==> src/common/aesFieldPkg.sv <==
package aesFieldPkg;

  localparam int numRounds = 10;
  localparam int numKeys = numRounds + 1;

  // low byte of x^8 + x^4 + x^3 + x + 1
  localparam logic [7:0] gfPoly = 8'h1b;

  function automatic logic [7:0] xtime(input logic [7:0] a);
    return {a[6:0], 1'b0} ^ (a[7] ? gfPoly : 8'h00);
  endfunction

  // shift-and-add multiply in GF(2^8)
  function automatic logic [7:0] gfMul(input logic [7:0] a, input logic [7:0] b);
    logic [7:0] prod;
    logic [7:0] term;
    prod = 8'h00;
    term = a;
    for (int i = 0; i < 8; i++) begin
      if (b[i]) begin
        prod = prod ^ term;
      end
      term = xtime(term);
    end
    return prod;
  endfunction

  // a^254 is the inverse for a != 0, and 0 maps to 0
  function automatic logic [7:0] gfInv(input logic [7:0] a);
    logic [7:0] p2;
    logic [7:0] p4;
    logic [7:0] p8;
    logic [7:0] p16;
    logic [7:0] p32;
    logic [7:0] p64;
    logic [7:0] p128;
    logic [7:0] acc;
    p2 = gfMul(a, a);
    p4 = gfMul(p2, p2);
    p8 = gfMul(p4, p4);
    p16 = gfMul(p8, p8);
    p32 = gfMul(p16, p16);
    p64 = gfMul(p32, p32);
    p128 = gfMul(p64, p64);
    acc = gfMul(p128, p64);
    acc = gfMul(acc, p32);
    acc = gfMul(acc, p16);
    acc = gfMul(acc, p8);
    acc = gfMul(acc, p4);
    acc = gfMul(acc, p2);
    return acc;
  endfunction

  // undo the affine map first, then invert in the field
  function automatic logic [7:0] invSbox(input logic [7:0] a);
    logic [7:0] lin;
    lin = {a[6:0], a[7]} ^ {a[4:0], a[7:5]} ^ {a[1:0], a[7:2]} ^ 8'h05;
    return gfInv(lin);
  endfunction

endpackage

==> src/common/aesBlockPkg.sv <==
package aesBlockPkg;

  typedef logic [7:0] aesByte;

  // one state column with row 0 in the top byte
  typedef logic [31:0] aesWord;

  // byte index is 4 * column + row; column 0 sits in the top word
  typedef union packed {
    aesByte [0:15] bytes;
    aesWord [0:3] cols;
  } aesState;

  // round key index from 0 to 10
  typedef logic [3:0] roundIdx;

endpackage

==> src/invCipher/roundKeyStore.sv <==
`timescale 1ns/1ps

module roundKeyStore
  import aesFieldPkg::*;
  import aesBlockPkg::*;
(
  input logic clk,
  input logic reset,
  input logic keyWrite,
  input roundIdx keyIdxIn,
  input aesState keyData,
  input roundIdx keyIdx,
  output aesState roundKey
);

  aesState keyReg [numKeys];

  always_ff @(posedge clk) begin
    if (reset) begin
      for (int i = 0; i < numKeys; i++) begin
        keyReg[i] <= '0;
      end
    end else if (keyWrite) begin
      keyReg[keyIdxIn] <= keyData;
    end
  end

  // controller only ever asks for 0 to 10
  assign roundKey = keyReg[keyIdx];

  assert property (@(posedge clk) disable iff (reset)
    keyWrite |-> keyIdxIn <= roundIdx'(numKeys - 1));

endmodule

==> config.mk <==
export PLATFORM = sky130hd
export DESIGN_NAME = roundKeyStore
export DESIGN_NICKNAME = d
export VERILOG_FILES = /design/src/common/aesFieldPkg.sv /design/src/common/aesBlockPkg.sv /design/src/invCipher/roundKeyStore.sv
export SDC_FILE = /design/constraint.sdc
export NUM_CORES = 2
export LEC_CHECK = 0
export BUFFER_PORTS_ARGS = -buffer_cell sky130_fd_sc_hd__buf_2
export CAP_MARGIN = 20
export CORE_AREA = 3 3 395 397
export CTS_CLUSTER_DIAMETER = 60
export CTS_CLUSTER_SIZE = 16
export DETAILED_ROUTE_END_ITERATION = 6
export DIE_AREA = 0 0 398 400
export HOLD_SLACK_MARGIN = 0.1
export PLACE_DENSITY = 0.71
export SLEW_MARGIN = 20
export SYNTH_ARGS = -nofsm -noshare
export SYNTH_HDL_FRONTEND = slang
export SYNTH_SLANG_ARGS = --single-unit
==> constraint.sdc <==
create_clock -name clk -period 30.6 [get_ports clk]
set_input_delay 0 -clock clk [delete_from_list [all_inputs] [get_ports clk]]
set_output_delay 0 -clock clk [all_outputs]
set_load 0.005 [all_outputs]
==> metrics.csv <==
metric,value,unit
setup tns final,0,ns
crit share post-route,14.7,%
gp weighted congestion,0.769,
hold violation count in the final report,0,
initial cell density of the core,55.0,%
cts-stage hold buffer count,387,
buffer count from post-CTS setup fixing,0,
insertion delay of the later-clocked pin in the worst-skew pair,0.79,ns
library cell with the highest instance count after synthesis,sky130_fd_sc_hd__edfxtp_1,
per-instance average area after synthesis,15.8,sq um
vias in the first global route,52100,
worst-path maximum fanout,63,
endpoint class of the critical path,primary output,
Fill cells,10800,
Syn Std Cell Area,83700,sq um
Chip Width,398,um
layout cells sized above 1,17.8,%
"EDFF count, synth",1920,
Area growth syn-to-layout,14.1,%
Syn Nets,5434,
total gr overflow,0,
residual antenna-violating net count after detailed routing,0,
Iter 0 DRT Violations,6714,
post-synth top area cell,sky130_fd_sc_hd__edfxtp_1,
TritonCTS clock tree,done,
commonest cells in the netlist,"sky130_fd_sc_hd__edfxtp_1 (1,920), sky130_fd_sc_hd__nor2_1 (1,160), sky130_fd_sc_hd__mux4_2 (458)",
# resized after CTS,0,
aggregate global-route resource usage,30.0,%
Fmax,0.222,GHz
"IR drop worst, VDD",0.0497,mV
count of vias placed by the detailed router,50900,
Power Density,58.9,nW/um^2
# clock sinks,2048,
proportion of netlist area held by the largest area contributor,68.9,%
routed length per placed instance,29.6,um
register bit count reported by yosys,2048,
number of placed I/O pins,267,
Area contributors post-synth,"sky130_fd_sc_hd__edfxtp_1 (69%), sky130_fd_sc_hd__mux4_2 (12%), sky130_fd_sc_hd__nor2_1 (5.2%)",
wire length of the first global-routing pass,347000,um
HP Class,in2reg,
largest net degree at the start of global routing,104,
drt via density,6.39,
worst-case headroom to the max-slew limit,18.5,%
slew at the pin with the worst max-slew slack,1.22,ns
fraction of synthesis flops using an asynchronous set or reset pin,0,%
leakage component of the power,31.1,nW
Std-Cell Core Area,152000,sq um
tightest hold margin,0.168,ns
Worst EP arrival,4.50,ns
instance count of the mapped netlist,5295,
run status,finished clean,
Worst Skew,0,ns
Final Slew Violations,0,
Placement Rows,143,
H-tree lvl count,4,
total wire length after detailed routing,236000,um
DPL Wire Length,122000,um
remaining routing DRC violations,0,
sequential cell area fraction in the yosys report,71.9,%
Longest Clk Path Bufs,3,
unrepaired setup endpoints after global routing,no,
WS Path Type,in2out,
clock slew seen by the registers of the worst setup and hold paths,0.07,ns
Port-buffer cells,266,
leading register cell type out of synthesis,sky130_fd_sc_hd__edfxtp_1,
floorplan die height,400,um
storage element area,60200,sq um
min cycle time layout,4.50,ns
total iterations of the first detailed-routing run,6,
category of the worst setup path launch point,input pin,
number of distinct standard cells referenced by the synthesized netlist,31,
area of combinational cells with multiple inputs,21400,sq um
max_cap viols,0,
number of warnings printed during yosys synthesis,0,
final-report setup violation count,0,
final layout net count,5956,
number of flip-flops under the largest register name,2048,
critical path data required time,30.60,ns
area of the die,159000,sq um
antenna violations before repair,7,
Reg with most FFs,keyReg,
cts bufs inserted,154,
largest registers,keyReg (2048),
CTS Root Cell,sky130_fd_sc_hd__clkbuf_16,
-- worst max-delay path: stages --
cell and delay (ns):
sky130_fd_sc_hd__buf_8 0.50, sky130_fd_sc_hd__buf_4 0.72, sky130_fd_sc_hd__buf_4 0.87, sky130_fd_sc_hd__buf_4 0.82
sky130_fd_sc_hd__mux4_2 0.59, sky130_fd_sc_hd__nor2b_1 0.14, sky130_fd_sc_hd__a211oi_1 0.35, sky130_fd_sc_hd__a21oi_1 0.11
sky130_fd_sc_hd__buf_2 0.16
-- cells by family (layout without fill, tap and decap cells) --
kind of cell / Yosys count / after routing / synth area share, %
flip-flops: 2048 / 2048 / 71.9
AND/OR/NAND/NOR: 1703 / 1703 / 7.98
multiplexers: 579 / 579 / 13.8
buffers and inverters: 511 / 1158 / 2.82
AO/OA/AOI/OAI: 454 / 454 / 3.52
other: 0 / 1 / 0
-- power by group --
group / internal, mW / switching (mW)
logic: 0.165 / 0.271
registers: 3.16 / 0.0288
clock network: 1.04 / 0.966
total: 4.37 / 1.27
-- layout by cell type, fill, tap and decap left out, types with 28 or more instances in the layout --
cell type / n
sky130_fd_sc_hd__a211oi_1: 28
sky130_fd_sc_hd__a21oi_1: 173
sky130_fd_sc_hd__a22oi_1: 197
sky130_fd_sc_hd__buf_2: 261
sky130_fd_sc_hd__buf_4: 87
sky130_fd_sc_hd__clkbuf_1: 85
sky130_fd_sc_hd__clkbuf_16: 162
sky130_fd_sc_hd__dfxtp_1: 128
sky130_fd_sc_hd__dlygate4sd3_1: 387
sky130_fd_sc_hd__edfxtp_1: 1920
sky130_fd_sc_hd__inv_1: 128
sky130_fd_sc_hd__mux2i_1: 121
sky130_fd_sc_hd__mux4_2: 458
sky130_fd_sc_hd__nand2_1: 357
sky130_fd_sc_hd__nand3_1: 130
sky130_fd_sc_hd__nor2_1: 1153
sky130_fd_sc_hd__o22ai_1: 29
-- final cells by class --
class                      count  share of cell area, %
tap                         2030                   2.66
antenna                        1                0.00262
sequential                  2048                   63.0
multi-input combinational   2736                   22.4
clock inverter                26                  0.329
timing repair buffer         748                   6.33
clock buffer                 255                   4.69
inverter                     129                  0.508
-- per-stage QoR --
| step | instances | worst slack [ns] | total power [mW] | area, sq um | utilization (%) |
|---|---|---|---|---|---|
| after CTS | 7972 | 26.00 | 5.65 | 95500 | 62.7 |
| after detailed placement | 7304 | 25.91 | 3.66 | 86900 | 57.1 |
| after floorplan | 5295 | 19.75 | 3.50 | 83700 | - |
| after global placement | 7304 | 25.91 | 3.65 | 86900 | 57.1 |
| final | 7973 | 26.10 | 5.63 | 95500 | 62.7 |
| after global routing | 7972 | 25.67 | 5.78 | 95500 | 62.7 |
-- per-layer routing --
| layer | GRT usage (%) | up-vias | part of all wire [%] | wire length [um] |
|---|---|---|---|---|
| met4 | 8.91 | 6 | 3.0 | 7050 |
| li1 | - | 21000 | - | - |
| met3 | 6.44 | 436 | 12 | 29200 |
| met5 | 0 | - | 0.014 | 32 |
| met1 | 41.8 | 26200 | 37 | 86700 |
| met2 | 48.1 | 3338 | 48 | 113000 |
-- final timing paths --
check / endpoint / startpoint / depth (start not counted) / slack [ns]
setup / recovery: roundKey[45] / keyIdx[0] / 9 / 26.10
hold / removal: keyReg[10][110]$_SDFFE_PP0P_ / reset / 3 / 0.17
setup reg to reg: keyReg[10][47]$_SDFFE_PP0P_ / keyReg[10][47]$_SDFFE_PP0P_ / 3 / 29.35
hold reg to reg: keyReg[10][36]$_SDFFE_PP0P_ / keyReg[10][36]$_SDFFE_PP0P_ / 2 / 0.46
No activity file was read; power rests on OpenSTA's default activity.
