$ cat config.mk
export PLATFORM = sky130hd
export DESIGN_NAME = invCipherCtrl_flat
export DESIGN_NICKNAME = d
export VERILOG_FILES = /design/src/common/aesFieldPkg.sv /design/src/common/aesBlockPkg.sv /design/src/common/roundStateIf.sv /design/src/invCipher/invCipherCtrl.sv /design/src/flat_wrapper.sv
export SDC_FILE = /design/constraint.sdc
export NUM_CORES = 1
export LEC_CHECK = 0
export BUFFER_PORTS_ARGS = -buffer_cell sky130_fd_sc_hd__buf_4
export CORE_AREA = 2 2 254 256
export CTS_BUF_LIST = sky130_fd_sc_hd__clkbuf_2
export CTS_CLUSTER_DIAMETER = 120
export DETAILED_ROUTE_END_ITERATION = 8
export DIE_AREA = 0 0 256 258
export GPL_TIMING_DRIVEN = 0
export PLACE_DENSITY = 0.44
export SLEW_MARGIN = 20
export SYNTH_ARGS = -nofsm -noshare
export SYNTH_HDL_FRONTEND = slang
export SYNTH_SLANG_ARGS = --single-unit
$ cat constraint.sdc
create_clock -name clk -period 8.4 [get_ports clk]
set_input_delay 0.84 -clock clk [delete_from_list [all_inputs] [get_ports clk]]
set_output_delay 0.84 -clock clk [all_outputs]
set_load 0.02 [all_outputs]
$ cat src/common/aesFieldPkg.sv
package aesFieldPkg;

  localparam int numRounds = 10;
  localparam int numKeys = numRounds + 1;

  // low byte of x^8 + x^4 + x^3 + x + 1
  localparam logic [7:0] gfPoly = 8'h1b;

  function automatic logic [7:0] xtime(input logic [7:0] a);
    return {a[6:0], 1'b0} ^ (a[7] ? gfPoly : 8'h00);
  endfunction

  // shift-and-add multiply in GF(2^8)
  function automatic logic [7:0] gfMul(input logic [7:0] a, input logic [7:0] b);
    logic [7:0] prod;
    logic [7:0] term;
    prod = 8'h00;
    term = a;
    for (int i = 0; i < 8; i++) begin
      if (b[i]) begin
        prod = prod ^ term;
      end
      term = xtime(term);
    end
    return prod;
  endfunction

  // a^254 is the inverse for a != 0, and 0 maps to 0
  function automatic logic [7:0] gfInv(input logic [7:0] a);
    logic [7:0] p2;
    logic [7:0] p4;
    logic [7:0] p8;
    logic [7:0] p16;
    logic [7:0] p32;
    logic [7:0] p64;
    logic [7:0] p128;
    logic [7:0] acc;
    p2 = gfMul(a, a);
    p4 = gfMul(p2, p2);
    p8 = gfMul(p4, p4);
    p16 = gfMul(p8, p8);
    p32 = gfMul(p16, p16);
    p64 = gfMul(p32, p32);
    p128 = gfMul(p64, p64);
    acc = gfMul(p128, p64);
    acc = gfMul(acc, p32);
    acc = gfMul(acc, p16);
    acc = gfMul(acc, p8);
    acc = gfMul(acc, p4);
    acc = gfMul(acc, p2);
    return acc;
  endfunction

  // undo the affine map first, then invert in the field
  function automatic logic [7:0] invSbox(input logic [7:0] a);
    logic [7:0] lin;
    lin = {a[6:0], a[7]} ^ {a[4:0], a[7:5]} ^ {a[1:0], a[7:2]} ^ 8'h05;
    return gfInv(lin);
  endfunction

endpackage

$ cat src/common/aesBlockPkg.sv
package aesBlockPkg;

  typedef logic [7:0] aesByte;

  // one state column with row 0 in the top byte
  typedef logic [31:0] aesWord;

  // byte index is 4 * column + row; column 0 sits in the top word
  typedef union packed {
    aesByte [0:15] bytes;
    aesWord [0:3] cols;
  } aesState;

  // round key index from 0 to 10
  typedef logic [3:0] roundIdx;

endpackage

$ cat src/common/roundStateIf.sv
`timescale 1ns/1ps

interface roundStateIf
  import aesBlockPkg::*;
();

  aesState stateIn;
  aesState roundKey;
  logic lastRound;
  aesState stateOut;

  modport ctrl (
    output stateIn,
    output lastRound,
    input stateOut
  );

  modport unit (
    input stateIn,
    input roundKey,
    input lastRound,
    output stateOut
  );

endinterface

$ cat src/invCipher/invCipherCtrl.sv
`timescale 1ns/1ps

module invCipherCtrl
  import aesFieldPkg::*;
  import aesBlockPkg::*;
(
  input logic clk,
  input logic reset,
  input logic inValid,
  output logic inReady,
  input aesState cipherText,
  output logic outValid,
  input logic outReady,
  output aesState plainText,
  output roundIdx keyIdx,
  input aesState initKey,
  roundStateIf.ctrl rs
);

  aesState stateReg;
  roundIdx roundCnt;
  logic busy;
  logic done;
  logic accept;

  // counter parks at 10 while idle, so the initial key is already selected
  assign busy = (roundCnt != roundIdx'(numRounds));
  assign keyIdx = roundCnt;

  assign inReady = !busy && !done;
  assign accept = inValid && inReady;
  assign outValid = done;
  assign plainText = stateReg;

  assign rs.stateIn = stateReg;
  assign rs.lastRound = (roundCnt == roundIdx'(0));

  always_ff @(posedge clk) begin
    if (reset) begin
      roundCnt <= roundIdx'(numRounds);
      done <= 1'b0;
    end else begin
      if (accept) begin
        roundCnt <= roundIdx'(numRounds - 1);
      end else if (busy) begin
        if (roundCnt == roundIdx'(0)) begin
          roundCnt <= roundIdx'(numRounds);
          done <= 1'b1;
        end else begin
          roundCnt <= roundCnt - roundIdx'(1);
        end
      end
      if (done && outReady) begin
        done <= 1'b0;
      end
    end
  end

  always_ff @(posedge clk) begin
    if (accept) begin
      stateReg <= cipherText ^ initKey;
    end else if (busy) begin
      stateReg <= rs.stateOut;
    end
  end

  // result must hold while the sink stalls
  assert property (@(posedge clk) disable iff (reset)
    outValid && !outReady |=> outValid && $stable(plainText));

  // counter stays parked while a result is offered
  assert property (@(posedge clk) disable iff (reset)
    outValid |-> !busy);

endmodule

$ cat src/flat_wrapper.sv
// flat-port wrapper written by rule: the top's interface ports become plain ports
module invCipherCtrl_flat import aesFieldPkg::*; import aesBlockPkg::*;
  (clk, reset, inValid, inReady, cipherText, outValid, outReady, plainText, keyIdx, initKey, rs_stateIn, rs_lastRound, rs_stateOut);
  roundStateIf rs_i ();
  input logic clk;
  input logic reset;
  input logic inValid;
  output logic inReady;
  input aesState cipherText;
  output logic outValid;
  input logic outReady;
  output aesState plainText;
  output roundIdx keyIdx;
  input aesState initKey;
  output wire logic [$bits(rs_i.stateIn)-1:0] rs_stateIn;
  output wire logic [$bits(rs_i.lastRound)-1:0] rs_lastRound;
  input wire logic [$bits(rs_i.stateOut)-1:0] rs_stateOut;
  assign rs_stateIn = rs_i.stateIn;
  assign rs_lastRound = rs_i.lastRound;
  assign rs_i.stateOut = rs_stateOut;
  invCipherCtrl u_core (.clk(clk), .reset(reset), .inValid(inValid), .inReady(inReady), .cipherText(cipherText), .outValid(outValid), .outReady(outReady), .plainText(plainText), .keyIdx(keyIdx), .initKey(initKey), .rs(rs_i));
endmodule
==> qor.csv <==
metric;value;unit
mux cell area share after synthesis;0.00251;
Pleak;6.16;nW
total CTS buffers;17;
Gate power share;0.649;
Netlist cell types;27;
CTS root buf;clkbuf_2;
die width;256;um
post-synthesis sequential area ratio;0.495;
slew at the pin closest to its max-slew limit;0.915;ns
largest net degree at the start of global routing;48;
CP endpoint kind;primary output;
status;completed;
CP peak stage delay;0.46;ns
final number of hold-violating endpoints;0;
Hold Crit Class;input port to flip-flop;
Cell Rows;93;
Compound-Gate Fraction of Synth Area;0.186;
drt pass-1 iters;4;
net switching power figure;2.47;mW
TritonCTS clock tree;done;
initial antenna violation count;3;
min cycle time layout;3.12;ns
GRT Util Overall;0.113;
clock power share;0.077;
area share of the leading cell type in the synthesized netlist;0.482;
# Max-Cap Violations;0;
number of I/O port buffers;650;
highest clock rate;321;MHz
share of layout cells above drive strength 1;0.623;
Synth Net Count;1105;
Layout area overhead;78.3;%
DR vias;7711;
maximum root-to-sink buffer count;2;
hold_ws;0.201;ns
peak supply drop;0.000176;V
Synth area leader;edfxtp_1;
Post-Route WL;38600;um
final setup vio count;0;
clk_lat worst skew;0.94;ns
Critical Path RT;7.56;ns
yosys synthesis warning count;0;
clock sink count;133;
clk slew on worst S/H paths;0.23;ns
number of remaining DRC errors;0;
Setup Total Neg Slack;0;ns
post-route insts no fill;2259;
synthesized cell area;0.00798;mm2
placed cell areas;0.0140;mm2
RSZ-0062 raised after global routing;false;
Int Pwr;2.94;mW
Net count, final;1777;
post-route antenna net violation count;0;
Cells after DPL;2222;
Design Power;5.41;mW
switching share of total power;0.457;
Critical Path AT;2.28;ns
top cells by area, synth;edfxtp_1 (48%), a21oi_1 (14%), xnor2_1 (14%), buf_4 (12%), a21oi_2 (2.3%);
XOR/XNOR share of the synthesized area;0.142;
hold path depth;3;
largest family of logic cells by synthesized area;compound AO/OA/AOI/OAI gates;
die height;258;um
Flop pwr share;0.273;
initial DRC count;355;
dpl hpwl;31600;um
Tcrit/Tclk final;0.371;
grt ovf;0;
Mean Syn Cell Area;11.2;um2
Final Wtd Congestion;0.884;
Crit Path Class;flip-flop to primary output;
per-cell routed wire length;17.1;um
Mapped Cells;715;
clk_skew;0.0400;ns
first-pass GRT wire length;53800;um
Placeable Area;0.0636;mm2
simple-gate share of the synthesized area;0.0122;
post_cts resized;0;
fin. max-slew vios;0;
crit path max fanout;4;
depth of the most critical reg-to-reg path;6;
vias in the first global route;8030;
Seq cells post-synth;133;
crit path max-delay cell type;nor3b_1;
Finished Cell Area;0.0142;mm2
starting density of the core;0.125;
worst-path cell chain;inv_1 > ha_1 > nor3b_1 > buf_4;
Die Area;0.0660;mm2
H-tree levels;4;
IO Count;651;
PwrDens;380;mW/mm2
Slew headroom;0.390;
startpoint types;flip-flop;
Synth Area in Adders;0.00314;
average vias per placed instance;3.41;
## state kept, by name, summed over array words and instances, names as in the netlist
signal,flops
u_core.outValid,1
u_core.keyIdx,4
u_core.plainText,128
## layout by cell type (no fill, tap or decap), drive strengths merged, types with 3 or more instances in the layout
cell type  count
nor2           4
diode          5
clkbuf        27
xnor2        128
clkinv         4
buf          818
clkinvlp       4
dfxtp          5
inv            3
edfxtp       128
a21oi        257
## power by group through the flow
stage          logic, mW  clock network [mW]  registers (mW)
2_1_floorplan       1.57                   0            1.86
3_3_place_gp        3.52                   0            1.57
3_5_place_dp        3.56                   0            1.50
4_1_cts             3.57               0.449            1.49
5_1_grt             3.73               0.473            1.52
6_report            3.51               0.417            1.48
## what timing repair did
item	CTS	global route
hold buffers	1	0
hold endpoints to repair	5	0
setup buffers	0	0
## cell families (layout without fill, tap and decap cells)
group	Yosys count	count (layout)
adders and majority gates	2	2
DFF	133	133
and+or+nand+nor	16	16
AOI/OAI and AO/OA	258	258
xor gates and xnor gates	129	129
other	0	5
buffers and inverters	175	859
muxes	2	2
## cell type report
| class | count | area, um2 |
|---|---|---|
| Antenna cell | 5 | 12.5 |
| Buffer | 172 | 1260 |
| Clock inverter | 10 | 109 |
| Tap cell | 855 | 1070 |
| Multi-Input combinational cell | 407 | 2760 |
| Clock buffer | 21 | 105 |
| Inverter | 3 | 11.3 |
| Fill cell | 6982 | 49400 |
| Sequential cell | 133 | 3940 |
| Timing Repair Buffer | 653 | 4940 |
## synthesized netlist by cell type
cell / count
nor3b_1: 2
and2_4: 1
buf_8: 1
buf_4: 130
edfxtp_1: 128
ha_1: 2
a21oi_4: 10
buf_1: 9
a21oi_1: 226
xor2_1: 1
inv_1: 3
clkbuf_1: 6
o21ai_0: 1
nor3_1: 2
or3_1: 2
dfxtp_1: 5
mux2i_1: 2
nand3b_1: 1
nor2_1: 4
xnor2_1: 128
a21oi_2: 21
nand2b_1: 1
nor2b_1: 1
buf_2: 12
buf_6: 14
or4_1: 1
and3b_1: 1
## per-stage QoR
stage,worst slack [ns],utilization
final,5.28,0.223
after CTS,5.08,0.223
after floorplan,3.42,-
after global routing,5.00,0.223
after detailed placement,5.09,0.220
after global placement,1.07,0.219
## worst max-delay path, delay by kind of cell, from the launching register on
family	cells	cell delay [ns]
DFF	1	0.39
and+or+nand+nor	1	0.46
buffers and inverters	2	0.33
adders and majority gates	1	0.19
## routing by layer
metal	up-vias	share of wire	track usage
met2	365	0.52	0.198
met3	32	0.054	0.0273
li1	3748	-	-
met1	3566	0.41	0.133
met5	-	0	0
met4	0	0.021	0.0455
## final timing paths
kind                    startpoint                    end  slack (ns)
setup / recovery  u_core.keyIdx[1]           rs_lastRound        5.28
hold / removal     rs_stateOut[38]   u_core.plainText[38]        0.20
setup reg to reg   u_core.outValid  u_core.plainText[120]        5.78
hold reg to reg   u_core.keyIdx[2]       u_core.keyIdx[2]        0.61
No activity file was read; power rests on OpenSTA's default activity.
